**config.mk**
```make
export PLATFORM = sky130hd
export DESIGN_NAME = sample_link_core
export DESIGN_NICKNAME = d
export VERILOG_FILES = /design/src/design/link_pkg.sv /design/src/design/sample_link_core.sv /design/src/design/sample_word_fifo.sv /design/src/design/serdes_framer.sv /design/src/design/settings_decoder.sv
export VERILOG_INCLUDE_DIRS = /design/src /design/src/design
export SDC_FILE = /design/constraint.sdc
export NUM_CORES = 1
export LEC_CHECK = 0
export ABC_AREA = 1
export BUFFER_PORTS_ARGS = -buffer_cell sky130_fd_sc_hd__buf_4
export CORE_MARGIN = 3
export CORE_UTILIZATION = 30
export DETAILED_ROUTE_END_ITERATION = 12
export GPL_ROUTABILITY_DRIVEN = 0
export GPL_TIMING_DRIVEN = 0
export SLEW_MARGIN = 20
export SYNTH_ARGS = -nofsm -noshare
export SYNTH_HDL_FRONTEND = slang
export SYNTH_SLANG_ARGS = --single-unit
```
**constraint.sdc**
```tcl
create_clock -name dsp_clk -period 4.4 [get_ports dsp_clk]
set_input_delay 0.44 -clock dsp_clk [delete_from_list [all_inputs] [get_ports dsp_clk]]
set_output_delay 0.44 -clock dsp_clk [all_outputs]
set_load 0.01 [all_outputs]
```
**src/design/link_settings.svh**
```systemverilog
// Settings bus addresses, datapath widths and FIFO depth
// Idle comma and LED reset value for the sample link
`ifndef LINK_SETTINGS_SVH
`define LINK_SETTINGS_SVH

////////////////////////////////////////
// Bus and datapath widths
////////////////////////////////////////
`define LINK_SET_ADDR_W     8
`define LINK_SET_DATA_W     32
`define LINK_SAMPLE_W       32          // Packed I/Q, I in the upper half
`define LINK_WORD_W         16
`define LINK_FIFO_AW        4           // 16 words, 8 samples

////////////////////////////////////////
// Settings register map
////////////////////////////////////////
`define LINK_SR_SERDES      1           // Bit 3 enable, bit 0 rx_en
`define LINK_SR_LED_SW      3
`define LINK_SR_LED_SRC     8           // 1 selects the hardware bit
`define LINK_SR_OVF_CLR     9           // Any write clears overflow

`define LINK_LED_SRC_RESET  8'b0001_1110

// K28.5 in the low byte, D16.2 in the high byte
`define LINK_IDLE_WORD      16'h50BC

`endif

```
**src/design/link_pkg.sv**
```systemverilog
// Shared types of the sample link
// Settings bus, serial control and serial word structs, framer states
`default_nettype none
`include "link_settings.svh"

package link_pkg;

   typedef logic [`LINK_SET_ADDR_W-1:0] set_addr_t;
   typedef logic [`LINK_SET_DATA_W-1:0] set_data_t;
   typedef logic [`LINK_SAMPLE_W-1:0]   sample_t;
   typedef logic [`LINK_WORD_W-1:0]     ser_word_t;
   typedef logic [7:0]                  led_t;

   // One-cycle write, no acknowledge
   typedef struct packed {
      logic      strobe;
      set_addr_t addr;
      set_data_t data;
   } set_bus_t;

   typedef struct packed {
      logic enable;                     // Serial transmitter on
      logic rx_en;                      // Receiver enable pin
   } serdes_ctrl_t;

   typedef struct packed {
      ser_word_t data;
      logic      klsb;                  // Low byte is a K character
      logic      kmsb;                  // High byte is a K character
   } ser_tx_t;

   typedef enum logic {
      IDLE,
      SEND
   } framer_state_e;

endpackage

`default_nettype wire

```
**src/design/sample_link_core.sv**
```systemverilog
// Sample link top level
// Settings decode, sample word FIFO and serial framer
`timescale 1ns/100ps
`default_nettype none
`include "link_settings.svh"

module sample_link_core
   import link_pkg::*;
(
   input  logic         dsp_clk,
   input  logic         por_rst,
   input  set_bus_t     set_i,
   input  sample_t      sample_i,
   input  logic         sample_stb_i,
   input  logic         run_tx_i,
   output ser_tx_t      ser_tx_o,
   output serdes_ctrl_t serdes_ctrl_o,
   output led_t         leds_o
);

   serdes_ctrl_t serdes_ctrl;
   logic         ovf;
   logic         ovf_clr;
   logic         pop;
   ser_word_t    word;
   logic         word_valid;

   ////////////////////////////////////////
   // Decode
   ////////////////////////////////////////
   settings_decoder u_settings_decoder (
      .dsp_clk       (dsp_clk),
      .por_rst       (por_rst),
      .set_i         (set_i),
      .ovf_i         (ovf),
      .run_tx_i      (run_tx_i),
      .serdes_ctrl_o (serdes_ctrl),
      .ovf_clr_o     (ovf_clr),
      .leds_o        (leds_o)
   );

   assign serdes_ctrl_o = serdes_ctrl;

   ////////////////////////////////////////
   // Execute
   ////////////////////////////////////////
   sample_word_fifo #(
      .FIFO_AW (`LINK_FIFO_AW)
   ) u_sample_word_fifo (
      .dsp_clk      (dsp_clk),
      .por_rst      (por_rst),
      .sample_i     (sample_i),
      .sample_stb_i (sample_stb_i),
      .run_tx_i     (run_tx_i),
      .ovf_clr_i    (ovf_clr),
      .pop_i        (pop),
      .word_o       (word),
      .word_valid_o (word_valid),
      .ovf_o        (ovf)
   );

   ////////////////////////////////////////
   // Result
   ////////////////////////////////////////
   serdes_framer u_serdes_framer (
      .dsp_clk      (dsp_clk),
      .por_rst      (por_rst),
      .ctrl_i       (serdes_ctrl),
      .word_i       (word),
      .word_valid_i (word_valid),
      .pop_o        (pop),
      .ser_tx_o     (ser_tx_o)
   );

endmodule

`default_nettype wire

```
**src/design/sample_word_fifo.sv**
```systemverilog
// Gated 32-bit sample capture into a 16-bit word FIFO
// Occupancy counter, drop on full and sticky overflow flag
`timescale 1ns/100ps
`default_nettype none
`include "link_settings.svh"

module sample_word_fifo
   import link_pkg::*;
#(
   parameter int FIFO_AW = `LINK_FIFO_AW
) (
   input  logic      dsp_clk,
   input  logic      por_rst,
   input  sample_t   sample_i,
   input  logic      sample_stb_i,
   input  logic      run_tx_i,
   input  logic      ovf_clr_i,
   input  logic      pop_i,
   output ser_word_t word_o,
   output logic      word_valid_o,
   output logic      ovf_o
);

   localparam int DEPTH = 2 ** FIFO_AW;

   typedef logic [FIFO_AW-1:0] ptr_t;
   typedef logic [FIFO_AW:0]   occ_t;    // One extra bit to hold DEPTH

   ser_word_t mem [DEPTH];
   ptr_t      wr_ptr;
   ptr_t      rd_ptr;
   occ_t      occ;

   ////////////////////////////////////////
   // Accept or drop
   ////////////////////////////////////////
   logic room;
   logic capture;
   logic accept;
   logic drop;

   assign room    = (occ <= occ_t'(DEPTH - 2));   // Both halves must fit
   assign capture = sample_stb_i && !run_tx_i;    // No capture while transmitting
   assign accept  = capture && room;
   assign drop    = capture && !room;

   // Upper half goes first so it leaves first
   always_ff @(posedge dsp_clk) begin
      if (accept) begin
         mem[wr_ptr]              <= sample_i[`LINK_SAMPLE_W-1:`LINK_WORD_W];
         mem[wr_ptr + ptr_t'(1)]  <= sample_i[`LINK_WORD_W-1:0];
      end
   end

   ////////////////////////////////////////
   // Pointers and occupancy
   ////////////////////////////////////////
   occ_t occ_add;
   occ_t occ_sub;

   assign occ_add = accept ? occ_t'(2) : occ_t'(0);
   assign occ_sub = pop_i ? occ_t'(1) : occ_t'(0);

   always_ff @(posedge dsp_clk) begin
      if (por_rst) begin
         wr_ptr <= '0;
         rd_ptr <= '0;
         occ    <= '0;
      end else begin
         if (accept) begin
            wr_ptr <= wr_ptr + ptr_t'(2);
         end
         if (pop_i) begin
            rd_ptr <= rd_ptr + ptr_t'(1);
         end
         occ <= occ + occ_add - occ_sub;
      end
   end

   assign word_o       = mem[rd_ptr];
   assign word_valid_o = (occ != '0);

   ////////////////////////////////////////
   // Sticky overflow
   ////////////////////////////////////////
   logic ovf_q;

   always_ff @(posedge dsp_clk) begin
      if (por_rst) begin
         ovf_q <= 1'b0;
      end else begin
         ovf_q <= (ovf_q && !ovf_clr_i) || drop;  // A drop beats a clear in the same cycle
      end
   end

   assign ovf_o = ovf_q;

   ////////////////////////////////////////
   // Checks
   ////////////////////////////////////////
   a_no_pop_empty: assert property (
      @(posedge dsp_clk) disable iff (por_rst)
      pop_i |-> (occ != '0)
   );

   a_occ_bound: assert property (
      @(posedge dsp_clk) disable iff (por_rst)
      occ <= occ_t'(DEPTH)
   );

endmodule

`default_nettype wire

```
**src/design/serdes_framer.sv**
```systemverilog
// Serial word framer
// Pops FIFO words when enabled, sends the idle comma otherwise
`timescale 1ns/100ps
`default_nettype none
`include "link_settings.svh"

module serdes_framer
   import link_pkg::*;
(
   input  logic         dsp_clk,
   input  logic         por_rst,
   input  serdes_ctrl_t ctrl_i,
   input  ser_word_t    word_i,
   input  logic         word_valid_i,
   output logic         pop_o,
   output ser_tx_t      ser_tx_o
);

   framer_state_e state_q;
   ser_word_t     data_q;

   // At most one word per cycle, never on an empty FIFO
   assign pop_o = ctrl_i.enable && word_valid_i;

   ////////////////////////////////////////
   // State and data register
   ////////////////////////////////////////
   always_ff @(posedge dsp_clk) begin
      if (por_rst) begin
         state_q <= IDLE;
      end else if (pop_o) begin
         state_q <= SEND;
      end else begin
         state_q <= IDLE;               // Nothing to send this cycle
      end
   end

   always_ff @(posedge dsp_clk) begin
      if (pop_o) begin
         data_q <= word_i;
      end
   end

   ////////////////////////////////////////
   // Output word
   ////////////////////////////////////////
   always_comb begin
      case (state_q)
         SEND: begin
            ser_tx_o.data = data_q;
            ser_tx_o.klsb = 1'b0;
            ser_tx_o.kmsb = 1'b0;
         end
         default: begin
            ser_tx_o.data = `LINK_IDLE_WORD;   // Comma keeps the link aligned
            ser_tx_o.klsb = 1'b1;
            ser_tx_o.kmsb = 1'b0;
         end
      endcase
   end

   // A data word on the line means a pop one cycle before
   a_data_popped: assert property (
      @(posedge dsp_clk) disable iff (por_rst)
      (!ser_tx_o.klsb && !ser_tx_o.kmsb) |-> $past(pop_o)
   );

endmodule

`default_nettype wire

```
**src/design/settings_decoder.sv**
```systemverilog
// Settings register bank for serial control and LEDs
// Overflow clear pulse and LED source mux
`timescale 1ns/100ps
`default_nettype none
`include "link_settings.svh"

module settings_decoder
   import link_pkg::*;
(
   input  logic         dsp_clk,
   input  logic         por_rst,
   input  set_bus_t     set_i,
   input  logic         ovf_i,
   input  logic         run_tx_i,
   output serdes_ctrl_t serdes_ctrl_o,
   output logic         ovf_clr_o,
   output led_t         leds_o
);

   ////////////////////////////////////////
   // Address decode
   ////////////////////////////////////////
   logic wr_serdes;
   logic wr_led_sw;
   logic wr_led_src;
   logic wr_ovf_clr;

   assign wr_serdes  = set_i.strobe && (set_i.addr == set_addr_t'(`LINK_SR_SERDES));
   assign wr_led_sw  = set_i.strobe && (set_i.addr == set_addr_t'(`LINK_SR_LED_SW));
   assign wr_led_src = set_i.strobe && (set_i.addr == set_addr_t'(`LINK_SR_LED_SRC));
   assign wr_ovf_clr = set_i.strobe && (set_i.addr == set_addr_t'(`LINK_SR_OVF_CLR));

   ////////////////////////////////////////
   // Registers
   ////////////////////////////////////////
   serdes_ctrl_t serdes_ctrl_q;
   led_t         led_sw_q;
   led_t         led_src_q;
   logic         ovf_clr_q;

   always_ff @(posedge dsp_clk) begin
      if (por_rst) begin
         serdes_ctrl_q <= '0;
         led_sw_q      <= '0;
         led_src_q     <= `LINK_LED_SRC_RESET;
         ovf_clr_q     <= 1'b0;
      end else begin
         if (wr_serdes) begin
            // Prbs and loopback bits 2:1 are not kept
            serdes_ctrl_q.enable <= set_i.data[3];
            serdes_ctrl_q.rx_en  <= set_i.data[0];
         end
         if (wr_led_sw) begin
            led_sw_q <= set_i.data[7:0];
         end
         if (wr_led_src) begin
            led_src_q <= set_i.data[7:0];
         end
         ovf_clr_q <= wr_ovf_clr;       // Single-cycle pulse per write
      end
   end

   assign serdes_ctrl_o = serdes_ctrl_q;
   assign ovf_clr_o     = ovf_clr_q;

   ////////////////////////////////////////
   // LED source mux
   ////////////////////////////////////////
   led_t led_hw;

   assign led_hw = {3'b000, run_tx_i, ovf_i, serdes_ctrl_q.enable, 2'b00};

   // Source bit 1 picks hardware, 0 picks software
   assign leds_o = (led_src_q & led_hw) | (~led_src_q & led_sw_q);

   ////////////////////////////////////////
   // Checks
   ////////////////////////////////////////
   // Back-to-back clear pulses need back-to-back strobes
   a_clr_pulse: assert property (
      @(posedge dsp_clk) disable iff (por_rst)
      (ovf_clr_o && $past(ovf_clr_o)) |-> ($past(set_i.strobe) && $past(set_i.strobe, 2))
   );

endmodule

`default_nettype wire

```
; After elaboration in Yosys (flattened, before gate mapping)
; Memories as Yosys holds them, arrays and structs flattened. A register that Yosys moved wholly into a read port is not among the register bits.
; Cells that the tools add are included.
[totals]
out_inout_bits = 28
inputBits = 77
n_memories = 1
register_bits = 34
ram_bits = 256
[mem_list]
columns = memory, words, width, rd, rd_ports_with_merged_regs, wr, line
row1 = u_sample_word_fifo.mem, 16, 16, 1, 1, 2, sample_word_fifo.sv:29  ; ser_word_t mem [DEPTH];
[classes]
n_eq_ne = 4
reduce_logical = 14
muxes = 6
order_cmp = 1
bitwise_logic = 4
add_sub_neg = 5
[op_table]
columns = op, count
row1 = 18-bit two-way mux, 1
row2 = "8-bit by 4-bit equality test with 1-bit output, second input constant", 2
row3 = 1-bit logical AND, 9
row4 = "4-bit by 1-bit adder with 4-bit output, second input constant", 2
row5 = 8-bit by 5-bit AND with 8-bit output, 1
row6 = 8-bit AND, 1
row7 = "8-bit by 1-bit equality test with 1-bit output, second input constant", 1
row8 = "8-bit by 2-bit equality test with 1-bit output, second input constant", 1
row9 = 8-bit NOT, 1
row10 = 8-bit OR, 1
row11 = 5-bit adder, 1
row12 = "5-bit by 4-bit <= comparator with 1-bit output, second input constant", 1
row13 = 5-bit nonzero test, 1
row14 = 5-bit subtractor, 1
row15 = "4-bit by 2-bit adder with 4-bit output, second input constant", 1
row16 = 1-bit two-way mux, 4
row17 = 1-bit logical NOT, 3
row18 = 2-bit two-way mux, 1
row19 = 1-bit logical OR, 1

; Longest topological paths before layout
[depth]
word_depth = 6
depth_mapped = 15

; Cells and area by module
; A second synthesis with hierarchy kept.
[hier_totals]
cells_unflattened = 1331
hier_area_um2 = 13430.4
[modules_own_cells]
columns = module, area_per_inst_um2, cells_per_inst, instances
row1 = sample_word_fifo, 11836.4, 1143, 1
row2 = settings_decoder, 910.9, 131, 1
row3 = serdes_framer, 683.2, 57, 1

; Least setup slack after synthesis
; OpenSTA, ideal clock, no wires.
[synth_path]
path_type = register to register
from = register u_sample_word_fifo.occ[4]
to = memory u_sample_word_fifo.mem[12][0] (netlist bit), enable pin
n_path_buf = 0
setup_time_ps = 461
required_ps = 3939
stages_incl_launch_ff = 8
path_slack_ps = 636
t_arrival_ps = 3302
path_cell_list = dfxtp_1 > clkinv_1 > ha_1 > nand2_1 > nor2_1 > nand2_1 > nand3_1 > nor3_1
[synth_lines]
columns = item, line
row1 = start: declaration, sample_word_fifo.sv:32  ; occ_t occ;
row2 = start signal: assignment, sample_word_fifo.sv:76  ; occ <= occ + occ_add - occ_sub;
row3 = end: declaration, sample_word_fifo.sv:29

==> results.env <==
CHIP_HEIGHT_UM=212
CELL_VARIETY_AFTER_SYNTH=24
FINALSETUPTNS_NS=0
FIN_WORST_SKEW_NS=0.0272
POSTCTSSETUPBUFFERS=0
CTS.REPAIR.RESIZED=0
DIE_WIDTH_UM=212
FIRST_GLOBAL_VIAS=8353
TRITONCTS='yes'
DETAIL_ROUTE.WL_PER_CELL_UM=17.9
CLKLATENCYLATEPIN_NS=0.58
SYNTH.YOSYS.SEQ_AREA_SHARE_PCT=69.6
WORST_SETUP_HOLD_PATH_CLK_SLEW_NS=0.06
CTS.ROOT.BUFFER_CELL='clkbuf_16'
FIN_HOLD_WS_NS=0.0984
DETAIL_ROUTE.WIRELENGTH_UM=33800
IRDROPWORSTVDD_V=0.000301
POST-ROUTE-DRC-COUNT=0
SYNTH_EDF_COUNT=272
SYNTH.TOP_CELLS.BY_AREA='edfxtp_1 64%, nand2_1 11%, nor2_1 5.7%'
GRT_ANTENNA_BEFORE_REPAIR=1
N_ANTENNA_CELL=0
CAP_VIOLATIONS=0
YS.FLOP_TYPE='edfxtp_1'
GRT_RESIDUAL_OVERFLOW=0
NNETSFINAL=1417
YOSYS.AREA.TOP_TYPE_SHARE_PCT=64.4
SETUP.WORST_PATH.END_CLASS='flop'
GRT_FIRST_PASS_WIRELENGTH_UM=50200
MAX-CLOCK-PATH-BUFFERS=3
MAX_FREQ_MHz=339
RSZ0062_AT_GRT='no'
ROUTE.ANTENNA.REMAINING_NETS=0
OUTCOME='complete, no violations'
CLOCK-SINKS=305
YOSYSTOPAREACELL='edfxtp_1'
SLEW_VIOL_FINAL=0
DIE-AREA_UM2=44800
MAX-SLEW-MARGIN-REL_PCT=45.7
SYNTHTOPCELLSBYCOUNT='355 x nand2_1, 272 x edfxtp_1, 193 x nor2_1'
AREA_OF_ALL_PLACED_CELLS_WITHOUT_FILLERS_UM2=15200
CRITICAL-PATH-TOP-DELAY-FAMILY='simple AND/OR/NAND/NOR gates'
CTSHTREEMAXLEVEL=1
POST_ROUTE_CELLS_DRIVE_ABOVE_1_SHARE_PCT=16.4
MAX_STAGE_DELAY_NS=0.56
CRITICAL_PATH_CLASS='reg -> reg'
FLOORPLAN.ROWS=74
CRITICAL_PATH_ARRIVAL_NS=3.21
DP_HPWL_UM=22100
GRT_START_MAX_NET_PINS=23
FINALWORSTPATHREQUIREDPERIOD_NS=2.95
DPL_CELL_AREA_UM2=14200
CORE_REGION_AREA_UM2=41300
CELLPOWERDENSITY_nW_PER_UM2=406
MIN_PERIOD_OVER_PERIOD_PCT=67.1
CTS_HOLD_BUF=0
START_UTIL_PCT=30.7
DETAILED_ROUTING_ITERATION_COUNT_FOR_THE_PRE_ANTENNA_REPAIR_PASS=5
ROUTE.VIAS.TOTAL=8682
PORTBUFFERS=78
GRT_USAGE_PCT=14.9
TIMING.FINAL.HOLD_VIOLATIONS=0
DR.FIRST_ITER.DRC_COUNT=688
CRIT_CHAIN='clkinv_1 > ha_1 > nand2_1 > nor2_1 > nand2_1 > nand3_1 > nor3_2 > buf_4 > buf_4 > buf_4'
SYNTHESIS.INSTANCES=1202
CTS_INSERTED_BUFFERS=31
CRIT_PATH_MAX_FANOUT=11
CRITICAL_PATH.STARTPOINT_TYPE='flop'
SYNTH_AREA_PER_CELL_UM2=10.6
POWER.LEAKAGE_nW=5.89
ASYNC_FLOP_SHARE_PCT=0
CRITPATHMOSTFREQUENTCELL='buf_4'
VIAS_PER_CELL=4.60
WORST-SLEW-PIN-TRANSITION_NS=0.815
HP-CLASS='in -> reg'
AREA_DELTA_SYNTH_FINAL_PCT=19.6
SYNTH_SEQ_CELLS=305
CRITICAL_PATH.SLOWEST_CELL='nor3_2'
CP_NUM_BUF_INV=4
SETUP_VIOL=0
SYNTHESIS.NETS=1290
POST_SYNTH_INSTANCE_AREA_UM2=12700
WORST_EP_REQUIRED_TIME_NS=4.66
YOSYS.CELL_COUNT.TOP_TYPE='nand2_1'
FLOP2FLOP_SETUP_SLACK_NS=1.45
IO_PINS=105
YOSYS_WARNINGS=0
-- worst reg2reg max path, delay by kind of cell (launching register included) --
family	cells	cell delay, ns
buf+inv	4	0.97
fa+ha+maj	1	0.25
simple gates	5	1.12
flops	1	0.31
-- where the power goes --
part	internal (mW)	leakage (nW)	switching, mW
logic	0.131	2.68	0.215
clock network	1.45	0.486	1.11
registers	3.23	2.72	0.0249
-- final timing paths --
path | startpoint | endpoint | depth (start not counted)
max | u_sample_word_fifo.occ[4] | u_sample_word_fifo.mem[13][0] | 10
min | set_i[3] | u_settings_decoder.led_src_q[3] | 3
max reg2reg | u_sample_word_fifo.occ[4] | u_sample_word_fifo.mem[13][0] | 10
min reg2reg | u_settings_decoder.led_src_q[1] | u_settings_decoder.led_src_q[1] | 2
-- per-stage QoR --
step                      instances  utilization [%]  power, mW  worst slack [ns]
after global routing           1886             36.7       6.38              1.22
final                          1886             36.7       6.15              1.45
after detailed placement       1828             34.3       3.66              1.40
after CTS                      1886             36.7       6.21              1.39
after floorplan                1202                -       3.51             0.636
after global placement         1812             33.7       3.64             -1.11
-- layer usage --
metal,routed length (um),up-vias,track usage [%]
li1,-,4216,-
met1,14100,4063,19.5
met2,15700,332,24.4
met3,2820,69,3.66
met4,1180,2,5.20
met5,13,-,0
-- cell families after synthesis --
group,synth area share [%]
mux,0.178
fa+ha+maj,1.14
other cells,0.0296
simple gates,21.7
buf+inv,4.95
compound gates,2.21
flops,69.6
xor+xnor,0.138
-- cell type report --
class	count	area (um^2)
fillers	4040	26100
flip-flops and latches	305	8830
multi-input cells	753	3280
clock buffers	43	872
repair buffers	94	774
well taps	532	666
inverters	92	345
plain buffers	52	283
clock inverters	15	120
-- placed cells by master, fill, tap and decap left out, types with 5 or more instances in the layout --
cell / instances
nand2_1: 355
edfxtp_1: 272
nor2_1: 189
nand3_1: 99
buf_4: 99
inv_1: 84
o21ai_0: 34
dfxtp_1: 33
clkbuf_16: 32
buf_2: 28
or2_2: 23
a21oi_1: 22
clkbuf_1: 17
ha_1: 10
clkinv_2: 7
clkinv_1: 6
inv_2: 5
-- flip-flops by register name, indices dropped and copies added, names as in the netlist --
| register | cells |
|---|---|
| u_sample_word_fifo.mem | 256 |
| u_sample_word_fifo.occ | 5 |
| u_sample_word_fifo.ovf_o | 1 |
| u_sample_word_fifo.rd_ptr | 4 |
| u_sample_word_fifo.wr_ptr | 3 |
| u_serdes_framer.data_q | 16 |
| u_serdes_framer.state_q | 1 |
| u_settings_decoder.led_src_q | 8 |
| u_settings_decoder.led_sw_q | 8 |
| u_settings_decoder.ovf_clr_o | 1 |
| u_settings_decoder.serdes_ctrl_o | 2 |
Power figures use the tool's default switching activity.
